**src/hdl/uart_frame_pkg.sv**
```systemverilog
// Serial line and frame definitions
// Transmitter and receiver state enums
// Oversampling factor, data bits and line levels
`default_nettype none

package uart_frame_pkg;

  typedef enum logic [1:0] {
    TX_IDLE,
    TX_START,
    TX_DATA,
    TX_STOP
  } tx_state_e;

  typedef enum logic [1:0] {
    RX_IDLE,
    RX_START,
    RX_DATA,
    RX_STOP
  } rx_state_e;

  localparam int OVERSAMPLE = 16;
  localparam int HALF_BIT = OVERSAMPLE / 2;
  localparam int TICK_W = $clog2(OVERSAMPLE);
  localparam int DATA_BITS = 8;
  localparam int BIT_W = $clog2(DATA_BITS);

  // Line idles at the stop level
  localparam logic START_LEVEL = 1'b0;
  localparam logic STOP_LEVEL = 1'b1;

endpackage

`default_nettype wire

```
**src/hdl/uart_regs_pkg.sv**
```systemverilog
// Register map and bus definitions of the UART peripheral
// Address enum, bus request, control and status structs
// Reset divisor and FIFO sizing
`default_nettype none

package uart_regs_pkg;

  typedef enum logic [2:0] {
    ADDR_TXDATA = 3'd0,
    ADDR_RXDATA = 3'd1,
    ADDR_TXCTRL = 3'd2,
    ADDR_RXCTRL = 3'd3,
    ADDR_IE     = 3'd4,
    ADDR_IP     = 3'd5,
    ADDR_DIV    = 3'd6
  } uart_addr_e;

  typedef struct packed {
    logic        rd;
    logic        wr;
    logic [2:0]  addr;
    logic [31:0] data;
  } bus_req_t;

  typedef struct packed {
    logic [2:0] txcnt;
    logic       nstop;
    logic       txen;
  } tx_ctrl_t;

  typedef struct packed {
    logic [2:0] rxcnt;
    logic       rxen;
  } rx_ctrl_t;

  typedef struct packed {
    logic full;
    logic below_wm;
  } tx_status_t;

  typedef struct packed {
    logic       empty;
    logic       above_wm;
    logic [7:0] head;
  } rx_status_t;

  localparam int FIFO_DEPTH = 8;
  localparam int FIFO_AW = $clog2(FIFO_DEPTH);
  localparam int CLOCK_FREQ_HZ = 10_000_000;
  // 115200 baud at the system clock
  localparam logic [15:0] DIV_RESET = 16'(CLOCK_FREQ_HZ / 115200 - 1);
  // Lowest bit of the watermark field in txctrl and rxctrl
  localparam int WM_LSB = 16;

endpackage

`default_nettype wire
```
**src/hdl/uart_top.sv**
```systemverilog
// UART peripheral top level
// Register block with the transmit and receive paths side by side
`timescale 1ns/1ps
`default_nettype none

module uart_top
  import uart_regs_pkg::*;
(
  input  logic        clock,
  input  logic        reset,
  input  logic        rd_en,
  input  logic        wr_en,
  input  logic [2:0]  addr,
  input  logic [31:0] wr_data,
  input  logic        rxd,
  output logic [31:0] rd_data,
  output logic        rd_valid,
  output logic        txd
);

  bus_req_t   bus;
  tx_ctrl_t   tx_ctrl;
  rx_ctrl_t   rx_ctrl;
  tx_status_t tx_status;
  rx_status_t rx_status;
  logic [15:0] div;
  logic        tx_push;
  logic [7:0]  tx_byte;
  logic        rx_pop;

  assign bus = '{rd: rd_en, wr: wr_en, addr: addr, data: wr_data};

  uart_regs u_regs (
    .clock     (clock),
    .reset     (reset),
    .bus       (bus),
    .tx_status (tx_status),
    .rx_status (rx_status),
    .tx_ctrl   (tx_ctrl),
    .rx_ctrl   (rx_ctrl),
    .div       (div),
    .tx_push   (tx_push),
    .tx_byte   (tx_byte),
    .rx_pop    (rx_pop),
    .rd_data   (rd_data),
    .rd_valid  (rd_valid)
  );

  uart_tx_path u_tx (
    .clock     (clock),
    .reset     (reset),
    .ctrl      (tx_ctrl),
    .div       (div),
    .push      (tx_push),
    .push_byte (tx_byte),
    .status    (tx_status),
    .txd       (txd)
  );

  uart_rx_path u_rx (
    .clock  (clock),
    .reset  (reset),
    .ctrl   (rx_ctrl),
    .div    (div),
    .rxd    (rxd),
    .pop    (rx_pop),
    .status (rx_status)
  );

endmodule

`default_nettype wire

```
**src/hdl/uart_regs.sv**
```systemverilog
// Register block of the UART
// Bus input stage and address decode
// Control, interrupt enable and baud divisor registers
// Interrupt pending bits and registered read data
`timescale 1ns/1ps
`default_nettype none

module uart_regs
  import uart_regs_pkg::*;
(
  input  logic        clock,
  input  logic        reset,
  input  bus_req_t    bus,
  input  tx_status_t  tx_status,
  input  rx_status_t  rx_status,
  output tx_ctrl_t    tx_ctrl,
  output rx_ctrl_t    rx_ctrl,
  output logic [15:0] div,
  output logic        tx_push,
  output logic [7:0]  tx_byte,
  output logic        rx_pop,
  output logic [31:0] rd_data,
  output logic        rd_valid
);

  bus_req_t    bus_q;
  uart_addr_e  addr;
  // Bit 0 is txwm, bit 1 is rxwm
  logic [1:0]  ie;
  logic [1:0]  ip;
  logic [31:0] rd_next;

  // Strobe sampled here, acted on at the following edge
  always_ff @(posedge clock or posedge reset) begin
    if (reset) begin
      bus_q <= '0;
    end else begin
      bus_q <= bus;
    end
  end

  assign addr    = uart_addr_e'(bus_q.addr);
  assign tx_push = bus_q.wr && addr == ADDR_TXDATA;
  assign tx_byte = bus_q.data[7:0];
  // Pop in the same cycle the head is captured
  assign rx_pop  = bus_q.rd && addr == ADDR_RXDATA;

  assign ip = {rx_status.above_wm & ie[1], tx_status.below_wm & ie[0]};

  always_ff @(posedge clock or posedge reset) begin
    if (reset) begin
      tx_ctrl <= '0;
      rx_ctrl <= '0;
      ie      <= '0;
      div     <= DIV_RESET;
    end else if (bus_q.wr) begin
      case (addr)
        ADDR_TXCTRL: begin
          tx_ctrl.txcnt <= bus_q.data[WM_LSB +: 3];
          tx_ctrl.nstop <= bus_q.data[1];
          tx_ctrl.txen  <= bus_q.data[0];
        end
        ADDR_RXCTRL: begin
          rx_ctrl.rxcnt <= bus_q.data[WM_LSB +: 3];
          rx_ctrl.rxen  <= bus_q.data[0];
        end
        ADDR_IE:  ie  <= bus_q.data[1:0];
        ADDR_DIV: div <= bus_q.data[15:0];
        default: ;
      endcase
    end
  end

  // Unused bits and address 7 read as zero
  always_comb begin
    rd_next = '0;
    case (addr)
      ADDR_TXDATA: rd_next[31] = tx_status.full;
      ADDR_RXDATA: begin
        rd_next[31]  = rx_status.empty;
        rd_next[7:0] = rx_status.head;
      end
      ADDR_TXCTRL: begin
        rd_next[WM_LSB +: 3] = tx_ctrl.txcnt;
        rd_next[1]           = tx_ctrl.nstop;
        rd_next[0]           = tx_ctrl.txen;
      end
      ADDR_RXCTRL: begin
        rd_next[WM_LSB +: 3] = rx_ctrl.rxcnt;
        rd_next[0]           = rx_ctrl.rxen;
      end
      ADDR_IE:  rd_next[1:0]  = ie;
      ADDR_IP:  rd_next[1:0]  = ip;
      ADDR_DIV: rd_next[15:0] = div;
      default: ;
    endcase
  end

  always_ff @(posedge clock or posedge reset) begin
    if (reset) begin
      rd_valid <= 1'b0;
    end else begin
      rd_valid <= bus_q.rd;
    end
  end

  // Holds the last read value between reads
  always_ff @(posedge clock) begin
    if (bus_q.rd) begin
      rd_data <= rd_next;
    end
  end

endmodule

`default_nettype wire

```
**src/hdl/uart_rx_path.sv**
```systemverilog
// Receive path
// Input synchronizer and 16x oversampling tick
// Start-bit check, mid-bit sampling and receive FIFO
`timescale 1ns/1ps
`default_nettype none

module uart_rx_path
  import uart_regs_pkg::*;
  import uart_frame_pkg::*;
(
  input  logic        clock,
  input  logic        reset,
  input  rx_ctrl_t    ctrl,
  input  logic [15:0] div,
  input  logic        rxd,
  input  logic        pop,
  output rx_status_t  status
);

  logic                 rxd_meta;
  logic                 rxd_sync;
  logic [15:0]          div_q;
  logic [11:0]          os_cnt;
  logic                 div_change;
  logic                 os_tick;
  rx_state_e            state;
  logic [TICK_W-1:0]    phase;
  logic                 phase_last;
  logic [BIT_W-1:0]     bit_cnt;
  logic [DATA_BITS-1:0] shift;
  logic                 push;

  byte_fifo u_fifo (
    .clock       (clock),
    .reset       (reset),
    .push        (push),
    .push_data   (shift),
    .pop         (pop),
    .head        (status.head),
    .level       (ctrl.rxcnt),
    .empty       (status.empty),
    .full        (),
    .below_level (),
    .above_level (status.above_wm)
  );

  // Two-flop synchronizer, line idles high
  always_ff @(posedge clock or posedge reset) begin
    if (reset) begin
      rxd_meta <= STOP_LEVEL;
      rxd_sync <= STOP_LEVEL;
    end else begin
      rxd_meta <= rxd;
      rxd_sync <= rxd_meta;
    end
  end

  // Oversampling tick every div[15:4]+1 clocks
  assign div_change = (div != div_q);
  assign os_tick    = !div_change && (os_cnt == div[15:4]);

  always_ff @(posedge clock or posedge reset) begin
    if (reset) begin
      div_q  <= DIV_RESET;
      os_cnt <= '0;
    end else begin
      div_q <= div;
      if (div_change || os_cnt == div[15:4]) begin
        os_cnt <= '0;
      end else begin
        os_cnt <= os_cnt + 1'b1;
      end
    end
  end

  assign phase_last = (phase == TICK_W'(OVERSAMPLE - 1));

  // Byte is stored at the middle of the first stop bit
  assign push = os_tick && state == RX_STOP && phase_last &&
                rxd_sync == STOP_LEVEL && ctrl.rxen;

  always_ff @(posedge clock or posedge reset) begin
    if (reset) begin
      state   <= RX_IDLE;
      phase   <= '0;
      bit_cnt <= '0;
    end else if (os_tick) begin
      case (state)
        RX_IDLE: begin
          if (rxd_sync == START_LEVEL) begin
            state <= RX_START;
            phase <= '0;
          end
        end
        RX_START: begin
          // Half a bit later the line must still be low
          if (phase == TICK_W'(HALF_BIT - 1)) begin
            phase   <= '0;
            bit_cnt <= '0;
            state   <= (rxd_sync == START_LEVEL) ? RX_DATA : RX_IDLE;
          end else begin
            phase <= phase + 1'b1;
          end
        end
        RX_DATA: begin
          phase <= phase + 1'b1;
          if (phase_last) begin
            if (bit_cnt == BIT_W'(DATA_BITS - 1)) begin
              state <= RX_STOP;
            end else begin
              bit_cnt <= bit_cnt + 1'b1;
            end
          end
        end
        RX_STOP: begin
          phase <= phase + 1'b1;
          if (phase_last) begin
            state <= RX_IDLE;
          end
        end
        default: state <= RX_IDLE;
      endcase
    end
  end

  // LSB arrives first
  always_ff @(posedge clock) begin
    if (os_tick && state == RX_DATA && phase_last) begin
      shift <= {rxd_sync, shift[DATA_BITS-1:1]};
    end
  end

endmodule

`default_nettype wire

```
**src/hdl/uart_tx_path.sv**
```systemverilog
// Transmit path
// Transmit FIFO, baud tick generator and frame serializer
// Start bit, eight data bits LSB first, one or two stop bits
`timescale 1ns/1ps
`default_nettype none

module uart_tx_path
  import uart_regs_pkg::*;
  import uart_frame_pkg::*;
(
  input  logic        clock,
  input  logic        reset,
  input  tx_ctrl_t    ctrl,
  input  logic [15:0] div,
  input  logic        push,
  input  logic [7:0]  push_byte,
  output tx_status_t  status,
  output logic        txd
);

  logic [15:0]          div_q;
  logic [15:0]          baud_cnt;
  logic                 div_change;
  logic                 baud_tick;
  tx_state_e            state;
  logic [DATA_BITS-1:0] shift;
  logic [BIT_W-1:0]     bit_cnt;
  logic                 stop_left;
  logic                 start_frame;
  logic                 fifo_empty;
  logic [7:0]           fifo_head;

  byte_fifo u_fifo (
    .clock       (clock),
    .reset       (reset),
    .push        (push),
    .push_data   (push_byte),
    .pop         (start_frame),
    .head        (fifo_head),
    .level       (ctrl.txcnt),
    .empty       (fifo_empty),
    .full        (status.full),
    .below_level (status.below_wm),
    .above_level ()
  );

  // One tick every div+1 clocks, counter restarts on a new divisor
  assign div_change = (div != div_q);
  assign baud_tick  = !div_change && (baud_cnt == div);

  always_ff @(posedge clock or posedge reset) begin
    if (reset) begin
      div_q    <= DIV_RESET;
      baud_cnt <= '0;
    end else begin
      div_q <= div;
      if (div_change || baud_cnt == div) begin
        baud_cnt <= '0;
      end else begin
        baud_cnt <= baud_cnt + 1'b1;
      end
    end
  end

  // Next frame may follow the last stop bit directly
  assign start_frame = baud_tick && ctrl.txen && !fifo_empty &&
                       (state == TX_IDLE || (state == TX_STOP && !stop_left));

  always_ff @(posedge clock or posedge reset) begin
    if (reset) begin
      state     <= TX_IDLE;
      txd       <= STOP_LEVEL;
      bit_cnt   <= '0;
      stop_left <= 1'b0;
    end else if (start_frame) begin
      state <= TX_START;
      txd   <= START_LEVEL;
    end else if (baud_tick) begin
      case (state)
        TX_START: begin
          state   <= TX_DATA;
          txd     <= shift[0];
          bit_cnt <= '0;
        end
        TX_DATA: begin
          if (bit_cnt == BIT_W'(DATA_BITS - 1)) begin
            state     <= TX_STOP;
            txd       <= STOP_LEVEL;
            stop_left <= ctrl.nstop;
          end else begin
            txd     <= shift[0];
            bit_cnt <= bit_cnt + 1'b1;
          end
        end
        TX_STOP: begin
          if (stop_left) begin
            stop_left <= 1'b0;
          end else begin
            state <= TX_IDLE;
          end
        end
        default: state <= TX_IDLE;
      endcase
    end
  end

  // Byte is taken from the FIFO head as it is popped
  always_ff @(posedge clock) begin
    if (start_frame) begin
      shift <= fifo_head;
    end else if (baud_tick && (state == TX_START || state == TX_DATA)) begin
      shift <= shift >> 1;
    end
  end

endmodule

`default_nettype wire

```
**src/hdl/byte_fifo.sv**
```systemverilog
// Eight-entry byte FIFO
// Circular buffer with occupancy count
// Watermark comparisons of the count against a level
`timescale 1ns/1ps
`default_nettype none

module byte_fifo
  import uart_regs_pkg::*;
(
  input  logic               clock,
  input  logic               reset,
  input  logic               push,
  input  logic [7:0]         push_data,
  input  logic               pop,
  output logic [7:0]         head,
  input  logic [FIFO_AW-1:0] level,
  output logic               empty,
  output logic               full,
  output logic               below_level,
  output logic               above_level
);

  logic [7:0]         mem [FIFO_DEPTH];
  logic [FIFO_AW-1:0] wr_ptr;
  logic [FIFO_AW-1:0] rd_ptr;
  logic [FIFO_AW:0]   count;
  logic               do_push;
  logic               do_pop;

  // Push into a full FIFO and pop from an empty one are ignored
  assign do_push = push && !full;
  assign do_pop  = pop && !empty;

  assign empty = (count == '0);
  assign full  = (count == (FIFO_AW + 1)'(FIFO_DEPTH));
  assign head  = mem[rd_ptr];

  assign below_level = (count < {1'b0, level});
  assign above_level = (count > {1'b0, level});

  always_ff @(posedge clock) begin
    if (do_push) begin
      mem[wr_ptr] <= push_data;
    end
  end

  always_ff @(posedge clock or posedge reset) begin
    if (reset) begin
      wr_ptr <= '0;
      rd_ptr <= '0;
      count  <= '0;
    end else begin
      if (do_push) begin
        wr_ptr <= wr_ptr + 1'b1;
      end
      if (do_pop) begin
        rd_ptr <= rd_ptr + 1'b1;
      end
      case ({do_push, do_pop})
        2'b10:   count <= count + 1'b1;
        2'b01:   count <= count - 1'b1;
        default: count <= count;
      endcase
    end
  end

endmodule

`default_nettype wire

```
**config.mk**
```make
export PLATFORM = sky130hd
export DESIGN_NAME = uart_top
export DESIGN_NICKNAME = d
export VERILOG_FILES = /design/src/hdl/uart_frame_pkg.sv /design/src/hdl/uart_regs_pkg.sv /design/src/hdl/uart_top.sv /design/src/hdl/uart_regs.sv /design/src/hdl/uart_rx_path.sv /design/src/hdl/uart_tx_path.sv /design/src/hdl/byte_fifo.sv
export SDC_FILE = /design/constraint.sdc
export NUM_CORES = 1
export LEC_CHECK = 0
export ABC_AREA = 1
export BUFFER_PORTS_ARGS = -buffer_cell sky130_fd_sc_hd__clkbuf_2
export CAP_MARGIN = 20
export CORE_MARGIN = 5
export CORE_UTILIZATION = 55
export CTS_BUF_LIST = sky130_fd_sc_hd__clkbuf_16
export DETAILED_ROUTE_END_ITERATION = 10
export PLACE_DENSITY = 0.8
export SYNTH_ARGS = -nofsm -noshare
export SYNTH_HDL_FRONTEND = slang
export SYNTH_SLANG_ARGS = --single-unit
```
**constraint.sdc**
```tcl
create_clock -name clock -period 7 [get_ports clock]
set_input_delay 0.7 -clock clock [delete_from_list [all_inputs] [get_ports clock]]
set_output_delay 0.7 -clock clock [all_outputs]
set_load 0.02 [all_outputs]
```
* Word level (Yosys, flattened, before mapping) *
Memory sizes are Yosys's and may differ from the RTL's.
Index checks and enable logic that the tools add are counted.

cells by class
  add/subtract/negate cells = 13
  multipliers = 0
  divide/modulo/power cells = 0
  magnitude comparators = 2
  equal/unequal tests = 35
  shift-type cells = 0
  multiplexer cells = 42
  bitwise operators = 3
  reduce and logical (&&, ||, !) cells = 54

operators by type and width
  cell                   number
  $mux 2                 10
  $logic_and 1x1->1      19
  $add 3x1->3 const B    6
  $pmux 3 s2             3
  $add 16x1->16 const B  1
  $eq 16x16->1           1
  $mux 16                1
  $mux 8                 2
  $ne 16x16->1           1
  $pmux 4 s2             2
  $eq 3x3->1 const B     5
  $reduce_bool 2->1      7
  $add 12x1->12 const B  1
  $add 4x1->4 const B    3
  $eq 12x12->1           1
  $eq 2x2->1 const B     6
  $eq 4x4->1 const B     3
  $mux 12                1
  $mux 3                 4
  $pmux 4 s3             1
  $pmux 6 s2             1
  $reduce_and 2->1       6
  $ne 2x1->1 const B     5
  $eq 2x1->1 const B     4
  other kinds (29)       55

word-level totals
  flip-flop bits (word level) = 170
  latch bits = 0
  RAM bits = 128
  ROM bits = 0
  input port bits = 40
  word-level logic and storage cells = 185
  memories kept = 2

memories
  name             depth  width  read ports  clocked after Yosys merged registers in  write ports  RTL line         RTL
  u_rx.u_fifo.mem  8      8      1           0                                        1            byte_fifo.sv:23  logic [7:0] mem [FIFO_DEPTH];
  u_tx.u_fifo.mem  8      8      1           0                                        1            byte_fifo.sv:23

* Logic depth before layout (Yosys ltp) *
  depth in word-level cells = 10
  gate-level depth with buffers = 20
  depth with buffers taken out = 19

* Hierarchy *
From an unflattened synthesis, not the netlist that was laid out.

second synthesis, totals
  cells, all modules = 1633
  area total of the unflattened synthesis = 14820.5 µm²

modules (own cells, without submodules)
  module        times used  cells each  area an instance (µm²)  seq. area each (µm²)
  byte_fifo     2           371         3488.3                  2172.1
  uart_regs     1           246         2830.2                  1906.8
  uart_tx_path  1           363         2650.0                  1222.4
  uart_rx_path  1           282         2363.5                  1223.7

* Worst setup path before layout *
Ideal clock, no wire load.

  path type = register to register
  from = register u_regs.div[4]
  to = register u_tx.u_fifo.count[3]
  library setup time = 0.121 ns
  arrival = 2.333 ns
  data required time = 6.879 ns
  slack = 4.546 ns
  stages on the path, launching flop included = 19
  path buffers = 1
  clock period less this slack = 2.454 ns
  cells stage by stage = dfstp_2 inv_2 nand2_1 nand2_1 nor2_1 nand2_1 nor2_1 nand2_2 nor2_4 nand2_2 buf_6 inv_2 ha_1 xor2_1 nand3_1 o21ai_0 a21oi_1 o211ai_1 nand2_1

on the way
  cells in the longest elaborated chain, start to end = 9
  elaborated cells between the ends (all ways) = 12
  classes of those cells = eq/ne (4); mux (1); reduce/logical (7)

ends and longest elaborated chain
  element                                                 RTL line            RTL
  start, declared                                         uart_regs.sv:18     output logic [15:0] div,
  start signal, assigned                                  uart_regs.sv:68     ADDR_DIV: div <= bus_q.data[15:0];
  $ne 16x16->1                                            uart_tx_path.sv:48  assign div_change = (div != div_q);
  $logic_not 1->1                                         uart_tx_path.sv:49  assign baud_tick = !div_change && (baud_cnt == div);
  $logic_and 1x1->1 (*)                                   uart_tx_path.sv:49
  $logic_and 1x1->1 (*) (3 in a row)                      uart_tx_path.sv:66  assign start_frame = baud_tick && ctrl.txen && !fifo_empty &&
  $logic_and 1x1->1 (*)                                   byte_fifo.sv:32     assign do_pop = pop && !empty;
  via u_tx.u_fifo.do_pop                                  byte_fifo.sv:28     logic do_pop;
  $eq 2x1->1 / $eq 2x2->1 (equally long branches)         byte_fifo.sv:59     case ({do_push, do_pop})
  $pmux 4 s2 / $reduce_bool 2->1 (equally long branches)  -
  end signal, assigned                                    byte_fifo.sv:60     2'b10: count <= count + 1'b1;
  end signal, assigned                                    byte_fifo.sv:61     2'b01: count <= count - 1'b1;
  end signal, assigned                                    byte_fifo.sv:62     default: count <= count;
  end, declared                                           byte_fifo.sv:26     logic [FIFO_AW:0] count;

Mark *: on every way through the listed nets, which the timed path passes. The rest lies on a longest branch.
A chain may end at the register's enable or synchronous reset.

* Final worst setup path *
  from = register u_regs.div[0]
  to = register u_tx.u_fifo.count[3]

The elaborated chain is that of the path after synthesis.

==> results.ini <==
[synth]
synth_top_family_by_area = simple AND/OR/NAND/NOR gates
synth_area_leaders = edfxtp_1 (38%), dfrtp_1 (24%), nand2_1 (7.2%)
syn_avg_cell_area_um2 = 10.54
yosysWarningCount = 0
synth_compound_area_frac = 0.08173
synthCells = 1233
yosys.area_share.adder = 0.02503
synth_largest_area_cell = edfxtp_1
synth_cell_types = 43
synth_edf_count = 164
synthMuxAreaShare = 0.01617
yosysMostFrequentCell = nand2_1
synth-xor-area-share = 0.02358
ys.flop_type = edfxtp_1
synth_top_area_frac = 0.3789
synth_common_cells = nand2_1 (251), nor2_1 (165), edfxtp_1 (164)
netlist_area_um2 = 13000
async_flop_share = 0.4497
ys_seq_area_frac = 0.6379
synthSimpleGateAreaFrac = 0.1585
ys_ff_latch = 298

[worst_setup_path]
crit_slowest_cell = dfstp_2
startpoint = u_regs.div[0]$_DFFE_PP1P_
end_kind = flip-flop
cpPeakStageDelay_ps = 600
cp_cell_sequence = inv_2 > nand2_1 > nand2_1 > nor2_1 > nand2_1 > nor2_1 > nand2_2 > nor2_4 > nand2_2 > inv_2 > ha_1 > xor2_1 > nand3_1 > o21ai_0 > a21oi_1 > o211ai_1 > nand2_1
ff2ff_setup_slack_ps = 3700
crit_type = reg2reg
critPathArrivalTime_ps = 3740
crit_fanout = 20
cp-start-kind = flip-flop
r2r-start = u_regs.div[0]$_DFFE_PP1P_
cp_common_cell = nand2_1
crit_required_ps = 7430

[finish]
stdcell_count = 1635
final_area_um2 = 14540
fin_util = 0.6212
area_delta_synth_final_pct = 11.85
n_antenna_cell = 0
drive_gt1_frac = 0.1155
fin_nets = 1358

[route]
vias = 8655
drt-vias-per-instance = 5.294
postRouteAntennaNets = 0
drtIter0Drc = 718
drt-wirelength-per-cell_um = 15.79
drt_pass1_iterations = 5
drc = 0
wl_mm = 25.81

[placed_design]
place.detailed.hpwl_mm = 16.91
portBuffers = 48
place_congestion = 0.8510
placed_cells = 1575
placed_area_um2 = 13500

[grt]
grtUsageTotal = 0.1968
grt_pass1_wl_mm = 42.90
antenna_found_initial = 0
grt_start_max_net_pins = 79
grt_pass1_vias = 8643
grt_overflow = 0

[flow_run]
cap_violations = 0

[sta]
max_freq_mhz = 302.6
setup_tns_ps = 0
tightest_slew_ps = 1038
fin_skew_ps = 13.23
final-setup-viol-count = 0
post-route-min-period_ps = 3305
final_hold_viol_count = 0
grt_setup_unrepaired = false
max_slew_margin = 0.3083
fin_crit_sh = 0.4721
drv_slew = 0

[die]
fp.dieH_um = 163.7
std_cell_rows = 56
die_w_um = 163.7
fp.dieArea_um2 = 26810
start_util = 0.5554
core_um2 = 23400
io_pins = 74

[power]
p_comb_frac = 0.084
power.net_switching_mw = 0.9730
finalPower_mw = 3.932
p_per_area_nw_per_um2 = 270.5
irDropWorstVdd_uv = 200.1
intPower_mw = 2.959
power.leakage_nw = 6.111
p_sw_frac = 0.2474
pwr-share-clk = 0.396
p_seq_frac = 0.519

[clock_network]
post_cts_buffers = 0
htreeDepth = 1
clk_latency_ps = 550
cts_resized = 0
cts_sinks = 298
cts_tree = done
hold_buffers = 0
clock_path_buffers = 3
clk_pin_slew_ps = 70
cts_buffers = 30
cts_root_buf = clkbuf_16

[outcome]
outcome = finished, final reports clean

[worst_hold_path]
hold_class = in2async

## final cells by class
cell class | instances | area, um2
clock inverters | 26 | 220.2
flip-flops and latches | 298 | 8292
repair buffers | 59 | 360.3
well taps | 319 | 399.1
clock buffers | 30 | 750.7
inverters | 132 | 500.5
fillers | 1814 | 8865
multi-input cells | 771 | 4015
## power by group through the flow
stage	combinational [mW]	clock, mW	sequential [mW]
4_1_cts	0.332	1.58	2.04
5_1_grt	0.383	1.66	2.06
3_3_place_gp	0.313	0	2.07
6_report	0.331	1.56	2.04
3_5_place_dp	0.327	0	2.07
2_1_floorplan	0.246	0	2.06
## flip-flops by register name, summed over array words and instances, names as in the netlist, 12 cells and up, named ones only
register	cells
u_rx.div_q	16
u_tx.u_fifo.mem	64
u_rx.os_cnt	12
u_regs.div	16
u_tx.baud_cnt	16
u_regs.bus_q	13
u_regs.rd_data	20
u_rx.u_fifo.mem	64
## layout by cell type (no fill, tap or decap), types with 4 or more instances in the layout
cell type,count
nand2_1,251
nor2_1,165
edfxtp_1,164
dfrtp_1,123
inv_1,122
o21ai_0,78
clkbuf_2,48
a21oi_1,33
clkbuf_16,30
nand3_1,29
xor2_1,27
ha_1,26
mux2i_1,21
o221ai_1,20
nor3_1,15
inv_2,14
o21ai_1,14
conb_1,12
o211ai_1,11
dfstp_2,11
nand4_1,10
xnor2_1,8
o32ai_1,8
buf_4,7
clkinv_1,6
nor3b_1,6
nand3_2,5
clkinv_2,5
nand2_2,4
nor2_2,4
o22ai_1,4
clkinvlp_4,4
## layer usage
| metal | routed length, um | share of wire | track usage | vias to the layer above |
|---|---|---|---|---|
| met5 | 0 | 0 | 0 | - |
| met4 | 640 | 0.025 | 0.04689 | 0 |
| met3 | 1138 | 0.044 | 0.02660 | 46 |
| met2 | 12770 | 0.49 | 0.3405 | 184 |
| met1 | 11260 | 0.44 | 0.2668 | 4187 |
| li1 | - | - | - | 4238 |
## logic make-up (layout without fill, tap and decap cells)
group / after synthesis / count (layout)
simple gates: 498 / 498
compound gates: 179 / 179
mux: 21 / 21
xor+xnor: 35 / 35
buf+inv: 175 / 247
fa+ha+maj: 26 / 26
flops: 298 / 298
other cells: 1 / 12
## worst max-delay path: cells and delay by family, from the launching register on
family	cells	cell delay (ps)
buffers and inverters	2	220
and+or+nand+nor	10	1450
xor gates and xnor gates	1	240
DFF	1	600
adders and majority gates	1	290
AOI/OAI and AO/OA	3	370
## final timing paths
check,endpoint,depth (start not counted)
setup / recovery,u_tx.u_fifo.count[3]$_DFFE_PP0P_,17
hold / removal,u_regs.tx_byte[7]$_DFF_PP0_,2
setup reg to reg,u_tx.u_fifo.count[3]$_DFFE_PP0P_,17
hold reg to reg,u_rx.rxd_sync$_DFF_PP1_,0
max in group asynchronous,u_tx.txd$_DFFE_PP1P_,4
min in group clock,u_rx.rxd_meta$_DFF_PP1_,1
## stage by stage
step           hold WS [ps]  setup WS, ps
3_3_place_gp          346.3          3838
4_1_cts               206.7          3702
5_1_grt               204.6          3361
3_5_place_dp          354.4          3720
6_report              199.4          3695
2_1_floorplan         345.2          2735
Note: power is estimated with default switching activity, not from simulation.
